$ cat config.mk
export PLATFORM = sky130hd
export DESIGN_NAME = hc_addsub_top
export DESIGN_NICKNAME = d
export VERILOG_FILES = /design/src/verilog/prefix_pkg.sv /design/src/verilog/pg_generate.sv /design/src/verilog/han_carlson_tree.sv /design/src/verilog/sum_resolve.sv /design/src/verilog/hc_adder_64.sv /design/src/verilog/operand_stage.sv /design/src/verilog/result_stage.sv /design/src/verilog/hc_addsub_top.sv
export SDC_FILE = /design/constraint.sdc
export NUM_CORES = 1
export LEC_CHECK = 0
export BUFFER_PORTS_ARGS = -buffer_cell sky130_fd_sc_hd__buf_2
export CAP_MARGIN = 30
export CORE_UTILIZATION = 45
export DETAILED_ROUTE_END_ITERATION = 8
export GPL_ROUTABILITY_DRIVEN = 0
export HOLD_SLACK_MARGIN = 0.08
export PLACE_DENSITY = 0.76
export SYNTH_ARGS = -nofsm -noshare
export SYNTH_HDL_FRONTEND = slang
export SYNTH_SLANG_ARGS = --single-unit
$ cat constraint.sdc
create_clock -name clk -period 6.6 [get_ports clk]
set_input_delay 1.32 -clock clk [delete_from_list [all_inputs] [get_ports clk]]
set_output_delay 1.32 -clock clk [all_outputs]
set_load 0.05 [all_outputs]
$ cat src/verilog/prefix_pkg.sv
/*
  shared widths and vector types for the 64-bit Han-Carlson add/subtract unit.
  the prefix tree is built for exactly 64 bits, so changing data_width alone
  does not produce a working adder of another width.
*/
`default_nettype none

package prefix_pkg;

   // operand width fixed by the tree shape
   localparam int data_width = 64;

   // bit pairs combined by the tree
   localparam int pair_count = data_width / 2;

   // pair merge plus five span-doubling levels
   localparam int tree_levels = 6;

   // operands and sums
   typedef logic [data_width-1:0] word_t;

   // index 0 is the carry-in slot and 1..64 are bit positions
   typedef logic [data_width:0] pg_vec_t;

   // one entry per bit pair
   typedef logic [pair_count-1:0] group_vec_t;

endpackage

`default_nettype wire

$ cat src/verilog/pg_generate.sv
/*
  bitwise propagate and generate for the prefix adder.
  position 0 carries the carry-in as a generate with zero propagate,
  so the tree needs no separate carry-in path.
*/
`timescale 1ns/1ps
`default_nettype none

module pg_generate
   import prefix_pkg::*;
(
   input  word_t   a,
   input  word_t   b,
   input  logic    cin,
   output pg_vec_t p,
   output pg_vec_t g
);

   // carry-in slot
   assign g[0] = cin;
   assign p[0] = 1'b0;

   // operand bit i lands on position i+1
   assign p[data_width:1] = a ^ b;
   assign g[data_width:1] = a & b;

endmodule

`default_nettype wire

$ cat src/verilog/han_carlson_tree.sv
/*
  Han-Carlson prefix tree over the odd/even bit pairs.
  output entry k is the carry into position 2k+2 (pg_vec_t numbering).
  odd carries are not produced here; sum_resolve adds the last level.
  purely combinational, six logic levels deep.
*/
`timescale 1ns/1ps
`default_nettype none

module han_carlson_tree
   import prefix_pkg::*;
(
   input  pg_vec_t    p,
   input  pg_vec_t    g,
   output group_vec_t group_g
);

   // level index 0 is the pair merge, 1..5 the span-doubling levels
   group_vec_t gg_lvl [tree_levels];

   // last level needs no group propagate
   group_vec_t pp_lvl [tree_levels-1];

   genvar lvl;
   genvar k;

   // level 1 merges odd position 2k+1 with even position 2k below it
   generate
      for (k = 0; k < pair_count; k++) begin : g_pair
         assign gg_lvl[0][k] = g[2*k+1] | (p[2*k+1] & g[2*k]);
         assign pp_lvl[0][k] = p[2*k+1] & p[2*k];
      end
   endgenerate

   // levels 2..6 with spans 1, 2, 4, 8, 16 over the pair signals
   generate
      for (lvl = 1; lvl < tree_levels; lvl++) begin : g_level
         localparam int span = 1 << (lvl - 1);

         for (k = 0; k < pair_count; k++) begin : g_entry
            if (k >= span) begin : g_combine
               assign gg_lvl[lvl][k] = gg_lvl[lvl-1][k] |
                                       (pp_lvl[lvl-1][k] & gg_lvl[lvl-1][k-span]);
            end else begin : g_pass
               // already complete with nothing left below
               assign gg_lvl[lvl][k] = gg_lvl[lvl-1][k];
            end

            if (lvl < tree_levels - 1) begin : g_prop
               if (k >= span) begin : g_pcombine
                  assign pp_lvl[lvl][k] = pp_lvl[lvl-1][k] & pp_lvl[lvl-1][k-span];
               end else begin : g_ppass
                  assign pp_lvl[lvl][k] = pp_lvl[lvl-1][k];
               end
            end
         end
      end
   endgenerate

   assign group_g = gg_lvl[tree_levels-1];

endmodule

`default_nettype wire

$ cat src/verilog/sum_resolve.sv
/*
  final Han-Carlson level and sum formation.
  even positions take their carry straight from the tree; odd positions
  need one more combine with the even position just below.
  position numbering follows pg_vec_t, so sum bit j is position j+1.
*/
`timescale 1ns/1ps
`default_nettype none

module sum_resolve
   import prefix_pkg::*;
(
   input  pg_vec_t    p,
   input  pg_vec_t    g,
   input  group_vec_t group_g,
   input  logic       cin,
   output word_t      sum,
   output logic       cout
);

   // rebuilt carries into odd positions 3, 5, .. 63
   logic [pair_count-1:1] odd_carry;

   genvar i;

   // position 1 sees the carry-in directly
   assign sum[0] = cin ^ p[1];

   // even positions 2i
   generate
      for (i = 1; i <= pair_count; i++) begin : g_even
         assign sum[2*i-1] = p[2*i] ^ group_g[i-1];
      end
   endgenerate

   // odd positions 2i+1 need one extra combine each
   generate
      for (i = 1; i < pair_count; i++) begin : g_odd
         assign odd_carry[i] = g[2*i] | (p[2*i] & group_g[i-1]);
         assign sum[2*i]     = p[2*i+1] ^ odd_carry[i];
      end
   endgenerate

   assign cout = g[data_width] | (p[data_width] & group_g[pair_count-1]);

endmodule

`default_nettype wire

$ cat src/verilog/hc_adder_64.sv
/*
  combinational 64-bit Han-Carlson adder, 65-bit result as sum plus cout.
  no registers inside; the surrounding pipeline sets the timing.
*/
`timescale 1ns/1ps
`default_nettype none

module hc_adder_64
   import prefix_pkg::*;
(
   input  word_t a,
   input  word_t b,
   input  logic  cin,
   output word_t sum,
   output logic  cout
);

   pg_vec_t    p;
   pg_vec_t    g;
   group_vec_t group_g;

   pg_generate pg_generate_inst (
      .a   (a),
      .b   (b),
      .cin (cin),
      .p   (p),
      .g   (g)
   );

   han_carlson_tree han_carlson_tree_inst (
      .p       (p),
      .g       (g),
      .group_g (group_g)
   );

   sum_resolve sum_resolve_inst (
      .p       (p),
      .g       (g),
      .group_g (group_g),
      .cin     (cin),
      .sum     (sum),
      .cout    (cout)
   );

endmodule

`default_nettype wire

$ cat src/verilog/operand_stage.sv
/*
  first pipeline register. subtraction becomes a + ~b + 1, so the adder
  only ever adds; carry_in is ignored when sub is set.
  operands load only on in_valid, there is no stall.
*/
`timescale 1ns/1ps
`default_nettype none

module operand_stage
   import prefix_pkg::*;
(
   input  logic  clk,
   input  logic  reset,
   input  logic  in_valid,
   input  word_t a,
   input  word_t b,
   input  logic  carry_in,
   input  logic  sub,
   output logic  op_valid,
   output word_t op_a,
   output word_t op_b,
   output logic  op_cin
);

   always_ff @(posedge clk) begin
      if (reset) begin
         op_valid <= 1'b0;
      end else begin
         op_valid <= in_valid;
      end
   end

   always_ff @(posedge clk) begin
      if (in_valid) begin
         op_a <= a;
         // two's complement negate with the +1 as carry-in
         op_b   <= sub ? ~b : b;
         op_cin <= sub ? 1'b1 : carry_in;
      end
   end

endmodule

`default_nettype wire

$ cat src/verilog/result_stage.sv
/*
  second pipeline register with the status flags.
  overflow uses the adder's own operands, so for a subtraction it sees ~b.
  carry_out after a subtraction reads as "no borrow".
  out_valid is a one-cycle strobe; the consumer cannot stall it.
*/
`timescale 1ns/1ps
`default_nettype none

module result_stage
   import prefix_pkg::*;
(
   input  logic  clk,
   input  logic  reset,
   input  logic  op_valid,
   input  word_t op_a,
   input  word_t op_b,
   input  word_t sum,
   input  logic  cout,
   output logic  out_valid,
   output word_t result,
   output logic  carry_out,
   output logic  overflow,
   output logic  zero
);

   logic sign_a;
   logic sign_b;
   logic sign_s;
   logic ovf_next;

   assign sign_a = op_a[data_width-1];
   assign sign_b = op_b[data_width-1];
   assign sign_s = sum[data_width-1];

   // like-signed operands giving an unlike-signed sum
   assign ovf_next = (sign_a == sign_b) && (sign_s != sign_a);

   always_ff @(posedge clk) begin
      if (reset) begin
         out_valid <= 1'b0;
      end else begin
         out_valid <= op_valid;
      end
   end

   always_ff @(posedge clk) begin
      if (op_valid) begin
         result    <= sum;
         carry_out <= cout;
         overflow  <= ovf_next;
         zero      <= (sum == '0);
      end
   end

endmodule

`default_nettype wire

$ cat src/verilog/hc_addsub_top.sv
/*
  registered 64-bit add/subtract unit around the Han-Carlson adder.
  one operation per cycle on in_valid, result 2 cycles later on out_valid.
  no back-pressure: every out_valid strobe must be taken when it appears.
  sub set means a - b and carry_in is then ignored.
*/
`timescale 1ns/1ps
`default_nettype none

module hc_addsub_top
   import prefix_pkg::*;
(
   input  logic  clk,
   input  logic  reset,
   input  logic  in_valid,
   input  word_t a,
   input  word_t b,
   input  logic  carry_in,
   input  logic  sub,
   output logic  out_valid,
   output word_t result,
   output logic  carry_out,
   output logic  overflow,
   output logic  zero
);

   logic  op_valid;
   word_t op_a;
   word_t op_b;
   logic  op_cin;
   word_t sum;
   logic  cout;

   operand_stage operand_stage_inst (
      .clk      (clk),
      .reset    (reset),
      .in_valid (in_valid),
      .a        (a),
      .b        (b),
      .carry_in (carry_in),
      .sub      (sub),
      .op_valid (op_valid),
      .op_a     (op_a),
      .op_b     (op_b),
      .op_cin   (op_cin)
   );

   // combinational between the two registers
   hc_adder_64 hc_adder_64_inst (
      .a    (op_a),
      .b    (op_b),
      .cin  (op_cin),
      .sum  (sum),
      .cout (cout)
   );

   result_stage result_stage_inst (
      .clk       (clk),
      .reset     (reset),
      .op_valid  (op_valid),
      .op_a      (op_a),
      .op_b      (op_b),
      .sum       (sum),
      .cout      (cout),
      .out_valid (out_valid),
      .result    (result),
      .carry_out (carry_out),
      .overflow  (overflow),
      .zero      (zero)
   );

endmodule

`default_nettype wire

==> summary.md, run 1 <==
| Metric | Value |
|---|---|
| Status | `complete, no violations` |
| CP required | `6.84 ns` |
| Initial DRT Pass Iterations | `5` |
| Initial Utilization | `46.1%` |
| Critical path capture point type | `flip-flop` |
| Gate Count Post-Synth | `693` |
| Tot Pwr | `0.00382 W` |
| Final worst path period need | `4.40 ns` |
| Detail Placement HPWL | `16.8 mm` |
| DRC viols | `0` |
| Register area | `0.00593 mm^2` |
| Cells after DPL | `1164` |
| Post-CTS Repair Setup Buffers | `0` |
| CTS Sinks | `198` |
| Actual slew at the worst max-slew pin | `0.922 ns` |
| Fin. Hold Viols | `0` |
| Vias in the first global route | `6248` |
| Routed len/inst | `18.0 um` |
| Global Route Usage Sum | `20.0%` |
| Seq/Total Area, Yosys | `60.8%` |
| Die Width | `149 um` |
| RSZ-0062 raised after global routing | `false` |
| Multi-input combinational cell area | `0.00357 mm^2` |
| DRT antenna net count | `0` |
| Vias | `6132` |
| Commonest non-fill, non-tap cell in the layout | `buf_2` |
| Post-synth EDFFs | `196` |
| Worst-path clk slew | `0.07 ns` |
| Area delta synth->final | `20.8%` |
| Core ar. | `0.0212 mm^2` |
| Unique masters post-synth | `44` |
| Most frequent cells in the layout | `buf_2, edfxtp_1, xor2_1` |
| Async set-reset flop share out of synthesis | `0%` |
| Top-area cell type share of the netlist area | `60.4%` |
| Die span in y | `149 um` |
| Slew headroom | `38.6%` |
| Primary FF master, synth | `edfxtp_1` |
| Class of the worst hold path | `flip-flop to flip-flop` |
| Final core occ | `55.7%` |
| Grt ovf | `0` |
| Cell Pwr Density | `324 mW/mm^2` |
| Die Area | `0.0223 mm^2` |
| Final setup viols | `0` |
| Clock skew | `0.00957 ns` |
| Synth Cell Area | `0.00975 mm^2` |
| Leak | `4.89 nW` |
| I/O Buffers | `200` |
| CTS root buf | `clkbuf_16` |
| Number of top-level pins | `201` |
| 1st-iter DRT viols | `398` |
| Register bit count reported by yosys | `198` |
| Layout Cells excl Fill | `1198` |
| Syn avg cell area | `14.1 um^2` |
| Yosys top cell by area | `edfxtp_1` |
| Synthesized Nets | `922` |
| Top post-synthesis cells by area | `edfxtp_1, ha_1, xor2_1, fa_1, inv_1` |
| VDD IR max | `0.000152 V` |
| First-pass GRT wire length | `32.8 mm` |
| Fill count | `1699` |
| Crit Path Category | `flip-flop to flip-flop` |
| Setup TNS | `0 ns` |
| Final hold slack | `0.660 ns` |
| Hold Buf Count CTS | `0` |
| Num CTS Buffers | `17` |
| CTS tree | `built` |
| Drt total wl | `21.5 mm` |
| Post_cts resized | `0` |
| Share of layout cells above drive strength 1 | `25.8%` |
| MaxCap Viol Count | `0` |
| Via density | `5.12` |
| Initial antenna violation count | `2` |
| Crit share post-route | `66.7%` |
| Largest net degree at the start of global routing | `70` |
| Synthesis warning total | `0` |
| Peak Freq | `227 MHz` |
| Final net count | `1137` |
| Crit path DAT | `4.64 ns` |
| Startpoint Class | `flip-flop` |
| Worst-Skew Late Latency | `0.42 ns` |
| Final slew viol count | `0` |
| Num rows | `53` |
| Clk buf depth | `2` |
| Crit Path Max Fanout | `4` |
| H-tree Lvls | `4` |
[state kept, by name, summed over array words and instances (netlist names)]
name and cells:
operand_stage_inst.op_a 64, operand_stage_inst.op_b 64, operand_stage_inst.op_cin 1, operand_stage_inst.op_valid 1
result_stage_inst.carry_out 1, result_stage_inst.out_valid 1, result_stage_inst.overflow 1, result_stage_inst.result 64
result_stage_inst.zero 1
[power by group]
| group | switching [W] | leakage, nW | internal [W] |
|---|---|---|---|
| Combinational | 0.000688 | 2.68 | 0.000321 |
| Clock | 0.000447 | 0.313 | 0.000712 |
| Sequential | 0.0000637 | 1.91 | 0.00159 |
[routing by layer]
metal	share of wire [%]	global-route usage (%)	up-vias
met2	49	33.6	198
met3	4.9	4.13	19
met4	1.8	6.58	0
met5	0	0	-
li1	-	-	2939
met1	44	25.9	2976
[Yosys cell counts, drive strengths merged (2+ instances only)]
| cell | count |
|---|---|
| a211o | 3 |
| a211oi | 3 |
| a21o | 12 |
| a21oi | 39 |
| a31oi | 3 |
| clkbuf | 6 |
| dfxtp | 2 |
| edfxtp | 196 |
| fa | 33 |
| ha | 63 |
| inv | 62 |
| nand2 | 33 |
| nand2b | 6 |
| nand3 | 6 |
| nand3b | 2 |
| nand4 | 16 |
| nor2 | 34 |
| nor2b | 2 |
| nor3 | 10 |
| nor4 | 13 |
| o211ai | 3 |
| o21a | 4 |
| o21ai | 26 |
| or2 | 4 |
| or3 | 2 |
| or4 | 3 |
| xnor2 | 16 |
| xor2 | 80 |
[cells by family (layout without fill, tap and decap cells)]
logic type	count (synthesis)	count (layout)	synth area share, %
AND/OR/NAND/NOR	132	132	6.68
flip-flops	198	198	60.8
adder cells (fa/ha/maj)	96	96	14.9
XOR/XNOR	96	96	8.62
AO/OA/AOI/OAI	102	102	6.42
buffers and inverters	69	297	2.66
other	0	2	0
[layout make-up]
class                      count  area share (%)
sequential                   198            50.3
tap                          275            2.92
clock inverter                12            1.88
antenna                        2          0.0425
multi-input combinational    426            30.3
clock buffer                  20            3.71
timing repair buffer         203            8.90
inverter                      62            1.98
[path summary, 6_finish.rpt]
check                                                 start  slack [ns]  cells past startpoint                         end
worst max register to register  operand_stage_inst.op_b[28]        2.20                     14      result_stage_inst.zero
worst min-delay path            operand_stage_inst.op_a[63]        0.66                      2  result_stage_inst.overflow
worst min register to register  operand_stage_inst.op_a[63]        0.66                      2  result_stage_inst.overflow
worst max-delay path            operand_stage_inst.op_b[28]        2.20                     14      result_stage_inst.zero
[critical path, stage by stage (launching register included)]
cell	delay (ns)
edfxtp_1	0.38
ha_1	0.38
a21o_1	0.20
a211oi_1	0.34
a2bb2oi_1	0.20
o21ai_0	0.12
a21oi_1	0.15
nand3b_1	0.24
a41oi_1	0.40
nand2b_1	0.13
fa_1	0.58
or4_1	0.52
nor4_1	0.28
nand4_1	0.11
nor4_1	0.19
[stage by stage]
stage	setup slack, ns	area (um^2)
2_1_floorplan	2.80	9750
3_3_place_gp	2.31	11100
3_5_place_dp	2.25	11100
4_1_cts	2.22	11800
5_1_grt	1.87	11800
6_report	2.20	11800
(Power assumes the default switching activity.)
==> run 2: changes to the inputs <==
--- a/config.mk
+++ b/config.mk
@@ -5,13 +5,14 @@
 export SDC_FILE = /design/constraint.sdc
 export NUM_CORES = 1
 export LEC_CHECK = 0
+export ABC_AREA = 1
 export BUFFER_PORTS_ARGS = -buffer_cell sky130_fd_sc_hd__buf_2
 export CAP_MARGIN = 30
 export CORE_UTILIZATION = 45
 export DETAILED_ROUTE_END_ITERATION = 8
 export GPL_ROUTABILITY_DRIVEN = 0
 export HOLD_SLACK_MARGIN = 0.08
-export PLACE_DENSITY = 0.76
+export PLACE_DENSITY = 0.75
 export SYNTH_ARGS = -nofsm -noshare
 export SYNTH_HDL_FRONTEND = slang
 export SYNTH_SLANG_ARGS = --single-unit
==> constraint.sdc (replaced) <==
create_clock -name clk -period 4.2 [get_ports clk]
set_input_delay 0.84 -clock clk [delete_from_list [all_inputs] [get_ports clk]]
set_output_delay 0.84 -clock clk [all_outputs]
set_load 0.05 [all_outputs]
==> summary.md, run 2 <==
| Metric | Value |
|---|---|
| DRC viols | `0` |
| Final worst path period need | `3.34 ns` |
| VDD IR max | `0.000215 V` |
| H-tree Lvls | `4` |
| Peak Freq | `299 MHz` |
| Hold Buf Count CTS | `0` |
| Crit share post-route | `79.6%` |
| Num rows | `56` |
| Register bit count reported by yosys | `198` |
| Final slew viol count | `0` |
| Synthesis warning total | `0` |
| Detail Placement HPWL | `19.3 mm` |
| Gate Count Post-Synth | `1009` |
| DRT antenna net count | `0` |
| MaxCap Viol Count | `0` |
| Syn avg cell area | `10.7 um^2` |
| Post-synth EDFFs | `196` |
| Synthesized Nets | `1238` |
| Post-Synth Adder-Cell Area | `13.4%` |
| Clock skew | `0.0102 ns` |
| CTS tree | `built` |
| Fraction of synthesized cell area in xor and xnor cells | `7.67%` |
| Crit Path Max Fanout | `4` |
| CP required | `4.50 ns` |
| Simple-gate area share of the yosys netlist | `15.4%` |
| Top post-synthesis cells by area | `edfxtp_1, nand2_1, ha_1, xor2_1, inv_1` |
| Initial DRT Pass Iterations | `5` |
| Core ar. | `0.0235 mm^2` |
| Actual slew at the worst max-slew pin | `0.873 ns` |
| Initial Utilization | `46.1%` |
| Met2 wire len | `11.6 mm` |
| Seq/Total Area, Yosys | `54.6%` |
| Die Area | `0.0247 mm^2` |
| Setup TNS | `0 ns` |
| Unique masters post-synth | `32` |
| Via density | `4.75` |
| Routed len/inst | `15.9 um` |
| Final hold slack | `0.564 ns` |
| Clk buf depth | `2` |
| Die Width | `157 um` |
| Crit path DAT | `3.64 ns` |
| Die span in y | `157 um` |
| Async set-reset flop share out of synthesis | `0%` |
| Area delta synth->final | `18.5%` |
| Share of layout cells above drive strength 1 | `22.7%` |
| Vias | `7388` |
| CTS root buf | `clkbuf_16` |
| Synth Cell Area | `0.0108 mm^2` |
| Global Route Usage Sum | `21.3%` |
| Compound-Gate Fraction of Synth Area | `2.15%` |
| Most frequent cells in the layout | `nand2_1, buf_2, edfxtp_1` |
| Worst-Skew Late Latency | `0.44 ns` |
| Wire length on met3 | `1.40 mm` |
| Largest net degree at the start of global routing | `131` |
| Final net count | `1453` |
| I/O Buffers | `200` |
| Multiplexer share of the synthesized area | `0%` |
| Primary FF master, synth | `edfxtp_1` |
| Drt total wl | `24.7 mm` |
| Num CTS Buffers | `17` |
| Crit Path Category | `flip-flop to flip-flop` |
| Max layer used | `met4` |
| Number of top-level pins | `201` |
| Fin. Hold Viols | `0` |
| Cell Pwr Density | `468 mW/mm^2` |
| Post_cts resized | `0` |
| 1st-iter DRT viols | `570` |
| Yosys top cell by area | `edfxtp_1` |
| Startpoint Class | `flip-flop` |
| Critical path capture point type | `flip-flop` |
| Post-CTS Repair Setup Buffers | `0` |
| Grt ovf | `0` |
| Vias in the first global route | `7536` |
| Commonest non-fill, non-tap cell in the layout | `nand2_1` |
| Final setup viols | `0` |
| Post-synth top cells | `nand2_1, edfxtp_1, inv_1` |
| Worst-path clk slew | `0.07 ns` |
| CTS Sinks | `198` |
| Leak | `5.95 nW` |
| Top-area cell type share of the netlist area | `54.3%` |
| First-pass GRT wire length | `39.0 mm` |
| Status | `complete, no violations` |
| Main combinational cell family by area after synthesis | `simple AND/OR/NAND/NOR gates` |
| RSZ-0062 raised after global routing | `false` |
| Class of the worst hold path | `input port to flip-flop` |
| Top-count cell post-synth | `nand2_1` |
| Initial antenna violation count | `0` |
| Slew headroom | `41.8%` |
| Wl on met1 | `11.1 mm` |
| Leading registers by flop count | `operand_stage_inst.op_a (64), operand_stage_inst.op_b (64), result_stage_inst.result (64)` |
[run 2: cell type report]
type / instances / area (um^2)
Clock inverter: 11 / 160
Timing Repair Buffer: 203 / 1050
Clock buffer: 18 / 429
Sequential cell: 198 / 5930
Fill cell: 2049 / 10700
Antenna cell: 1 / 2.50
Multi-Input combinational cell: 616 / 4180
Inverter: 188 / 706
Tap cell: 319 / 399
[run 2: worst paths after layout]
| path | from | to | slack, ns | cells after the start |
|---|---|---|---|---|
| min | reset | operand_stage_inst.op_valid | 0.56 | 2 |
| max reg2reg | operand_stage_inst.op_cin | result_stage_inst.zero | 0.86 | 15 |
| max | operand_stage_inst.op_cin | result_stage_inst.zero | 0.86 | 15 |
| min reg2reg | operand_stage_inst.op_a[15] | result_stage_inst.result[15] | 0.67 | 1 |
[run 2: critical path, stage by stage, from the launching register on]
cell	delay, ns
edfxtp_1	0.33
inv_1	0.06
fa_1	0.46
inv_1	0.11
nand3_1	0.13
nand2_4	0.12
nand2_1	0.07
nand2_2	0.11
nand2_1	0.08
nand2_2	0.09
fa_1	0.43
nor4_1	0.71
nand3b_1	0.20
nor2_1	0.13
nand3_1	0.08
nor2_1	0.09
[run 2: cells by family after synthesis]
kind of cell               Yosys count
and+or+nand+nor                    384
DFF                                198
buffers and inverters              195
adders and majority gates           96
xor gates and xnor gates            95
AOI/OAI and AO/OA                   41
[run 2: power by group]
| part | internal [W] | switching, W |
|---|---|---|
| Clock | 0.000980 | 0.000699 |
| Sequential | 0.00249 | 0.000107 |
| Combinational | 0.000535 | 0.00120 |
[run 2: routing by layer]
layer | vias up | global-route usage [%]
li1 | 3646 | -
met1 | 3466 | 28.3
met2 | 232 | 34.1
met3 | 44 | 4.41
met4 | 0 | 8.32
met5 | - | 0
[run 2: per-stage QoR]
step	utilization (%)	std cells	worst slack (ns)	power [W]	cell area [um^2]
floorplan	-	1009	1.47	0.00383	10800
global placement	52.0	1523	0.877	0.00433	12200
detailed placement	52.1	1524	0.831	0.00437	12300
CTS	54.6	1553	0.770	0.00605	12900
global route	54.6	1553	0.514	0.00633	12900
finish	54.6	1554	0.856	0.00601	12900
==> run 3: changes to the inputs <==
--- a/config.mk
+++ b/config.mk
@@ -12,7 +12,7 @@
 export DETAILED_ROUTE_END_ITERATION = 8
 export GPL_ROUTABILITY_DRIVEN = 0
 export HOLD_SLACK_MARGIN = 0.08
-export PLACE_DENSITY = 0.75
+export PLACE_DENSITY = 0.77
 export SYNTH_ARGS = -nofsm -noshare
 export SYNTH_HDL_FRONTEND = slang
 export SYNTH_SLANG_ARGS = --single-unit
==> constraint.sdc (replaced) <==
create_clock -name clk -period 3 [get_ports clk]
set_input_delay 0.6 -clock clk [delete_from_list [all_inputs] [get_ports clk]]
set_output_delay 0.6 -clock clk [all_outputs]
set_load 0.05 [all_outputs]
==> summary.md, run 3 (synthesis results as in run 2) <==
| Metric | Value |
|---|---|
| Status | `finished, violations left` |
| Failing checks | `negative setup slack` |
| Final net count | `1542` |
| VDD IR max | `0.000289 V` |
| Clock share of power | `25.1%` |
| Slowest-stage cell, CP | `edfxtp_1` |
| Critical path buffer and inverter count | `2` |
| Most frequent cells in the layout | `nand2_1, buf_2, edfxtp_1` |
| Grt ovf | `0` |
| Class of the worst hold path | `input port to flip-flop` |
| DRT antenna net count | `0` |
| Vias in the first global route | `7852` |
| Combinational power share | `33.9%` |
| H-tree Lvls | `4` |
| Crit Path Max Fanout | `3` |
| Share of layout cells above drive strength 1 | `36.5%` |
| 1st-iter DRT viols | `492` |
| Peak Freq | `332 MHz` |
| CTS root buf | `clkbuf_16` |
| Slew headroom | `35.6%` |
| CTS tree | `built` |
| CTS Sinks | `198` |
| First-pass GRT wire length | `39.6 mm` |
| Final core occ | `60.0%` |
| DRC viols | `0` |
| Via density | `4.79` |
| Cell Pwr Density | `630 mW/mm^2` |
| Final worst path period need | `3.01 ns` |
| Final slew viol count | `0` |
| I/O Buffers | `200` |
| Worst-path clk slew | `0.07 ns` |
| Num rows | `56` |
| Die Width | `157 um` |
| Largest net degree at the start of global routing | `131` |
| Fin. Hold Viols | `0` |
| NetSw | `0.00306 W` |
| Detail Placement HPWL | `19.3 mm` |
| Register area | `0.00593 mm^2` |
| Final hold slack | `0.320 ns` |
| Critical path capture point type | `flip-flop` |
| Setup TNS | `-0.0123 ns` |
| CP required | `3.30 ns` |
| Crit path DAT | `3.32 ns` |
| Final WS setup | `-0.0123 ns` |
| Initial antenna violation count | `0` |
| Leak | `6.46 nW` |
| Core ar. | `0.0235 mm^2` |
| Die span in y | `157 um` |
| Initial DRT Pass Iterations | `5` |
| Clk buf depth | `2` |
| Crit Path Category | `flip-flop to flip-flop` |
| Clock skew | `0.0151 ns` |
| Largest stage delay on the critical path | `0.45 ns` |
| Sw frac | `34.4%` |
| Number of top-level pins | `201` |
| MaxCap Viol Count | `0` |
| Drt total wl | `26.7 mm` |
| Leading registers by flop count | `operand_stage_inst.op_a (64), operand_stage_inst.op_b (64), result_stage_inst.result (64)` |
| RSZ-0062 raised after global routing | `true` |
| Delay-heaviest family, CP | `simple AND/OR/NAND/NOR gates` |
| Fill count | `1916` |
| Ant diodes | `0` |
| Cell repeated most along the worst path | `nand2_2` |
| Worst-Skew Late Latency | `0.45 ns` |
| Seq pwr share | `41.0%` |
| Routed len/inst | `16.3 um` |
| Internal | `0.00584 W` |
| Final setup viols | `1` |
| Die Area | `0.0247 mm^2` |
| Global Route Usage Sum | `21.7%` |
| Worst path cell trace | `ha_4, nand2_1, nand2_2, nand2_1, nand2_2, inv_1, nand3_4, nand2_2, nand2_2, buf_4, fa_1, xor2_1, nor2_1, nand4_1, or2_1, nor2_1` |
| DP Worst Slack | `-0.195 ns` |
| Actual slew at the worst max-slew pin | `0.966 ns` |
| Vias | `7868` |
| Num CTS Buffers | `17` |
| Area delta synth->final | `30.1%` |
| Initial Utilization | `46.1%` |
| Crit share post-route | `100%` |
| Startpoint Class | `flip-flop` |
| Multi-input combinational cell area | `0.00478 mm^2` |
==> run 3: cell types whose count changed in the layout (fill, tap and decap cells not counted), sizes merged <==
| cell | before | now |
|---|---|---|
| buf | 203 | 292 |
| clkinv | 4 | 8 |
| bufinv | 4 | 2 |
| diode | 1 | 0 |
==> run 3: power groups by stage <==
stage	Sequential (W)	Combinational, W	Clock [W]
2_1_floorplan	0.00415	0.00121	0
3_3_place_gp	0.00367	0.00262	0
3_5_place_dp	0.00368	0.00267	0
4_1_cts	0.00363	0.00285	0.00227
5_1_grt	0.00367	0.00327	0.00236
6_report	0.00365	0.00301	0.00224
==> run 3: layout make-up <==
| class | count | share of cell area (%) |
|---|---|---|
| tap | 319 | 2.83 |
| timing repair buffer | 292 | 12.3 |
| sequential | 198 | 42.0 |
| multi-input combinational | 616 | 33.8 |
| clock buffer | 18 | 3.04 |
| inverter | 188 | 5.00 |
| clock inverter | 13 | 0.957 |
==> run 3: worst paths after layout <==
kind / from / to / slack (ns) / cells past startpoint
hold reg to reg: operand_stage_inst.op_b[63] / result_stage_inst.overflow / 0.71 / 2
setup / recovery: operand_stage_inst.op_a[6] / result_stage_inst.zero / -0.01 / 16
hold / removal: reset / operand_stage_inst.op_valid / 0.32 / 2
setup reg to reg: operand_stage_inst.op_a[6] / result_stage_inst.zero / -0.01 / 16
==> run 3: stage by stage <==
stage / instances / area [um^2] / total power, W
3_5_place_dp: 1594 / 12800 / 0.00635
3_3_place_gp: 1594 / 12800 / 0.00629
2_1_floorplan: 1009 / 10800 / 0.00536
4_1_cts: 1637 / 13800 / 0.00876
6_report: 1644 / 14100 / 0.00890
5_1_grt: 1644 / 14100 / 0.00930
==> run 3: routing by layer <==
layer | share of wire [%] | GRT usage (%) | vias up
li1 | - | - | 3825
met1 | 42 | 27.7 | 3705
met2 | 49 | 35.7 | 288
met3 | 6.7 | 4.07 | 50
met4 | 3.0 | 9.71 | 0
met5 | 0 | 0 | -
==> run 3: repair_timing <==
item                                   4_1_cts  5_1_grt
buffers inserted                            12        7
hold buffers                                 0        0
resized for setup                           60       68
setup endpoints to repair                    2        2
pin swaps                                   35       44
gates cloned                                 0        0
endpoints found under the hold margin        0        0
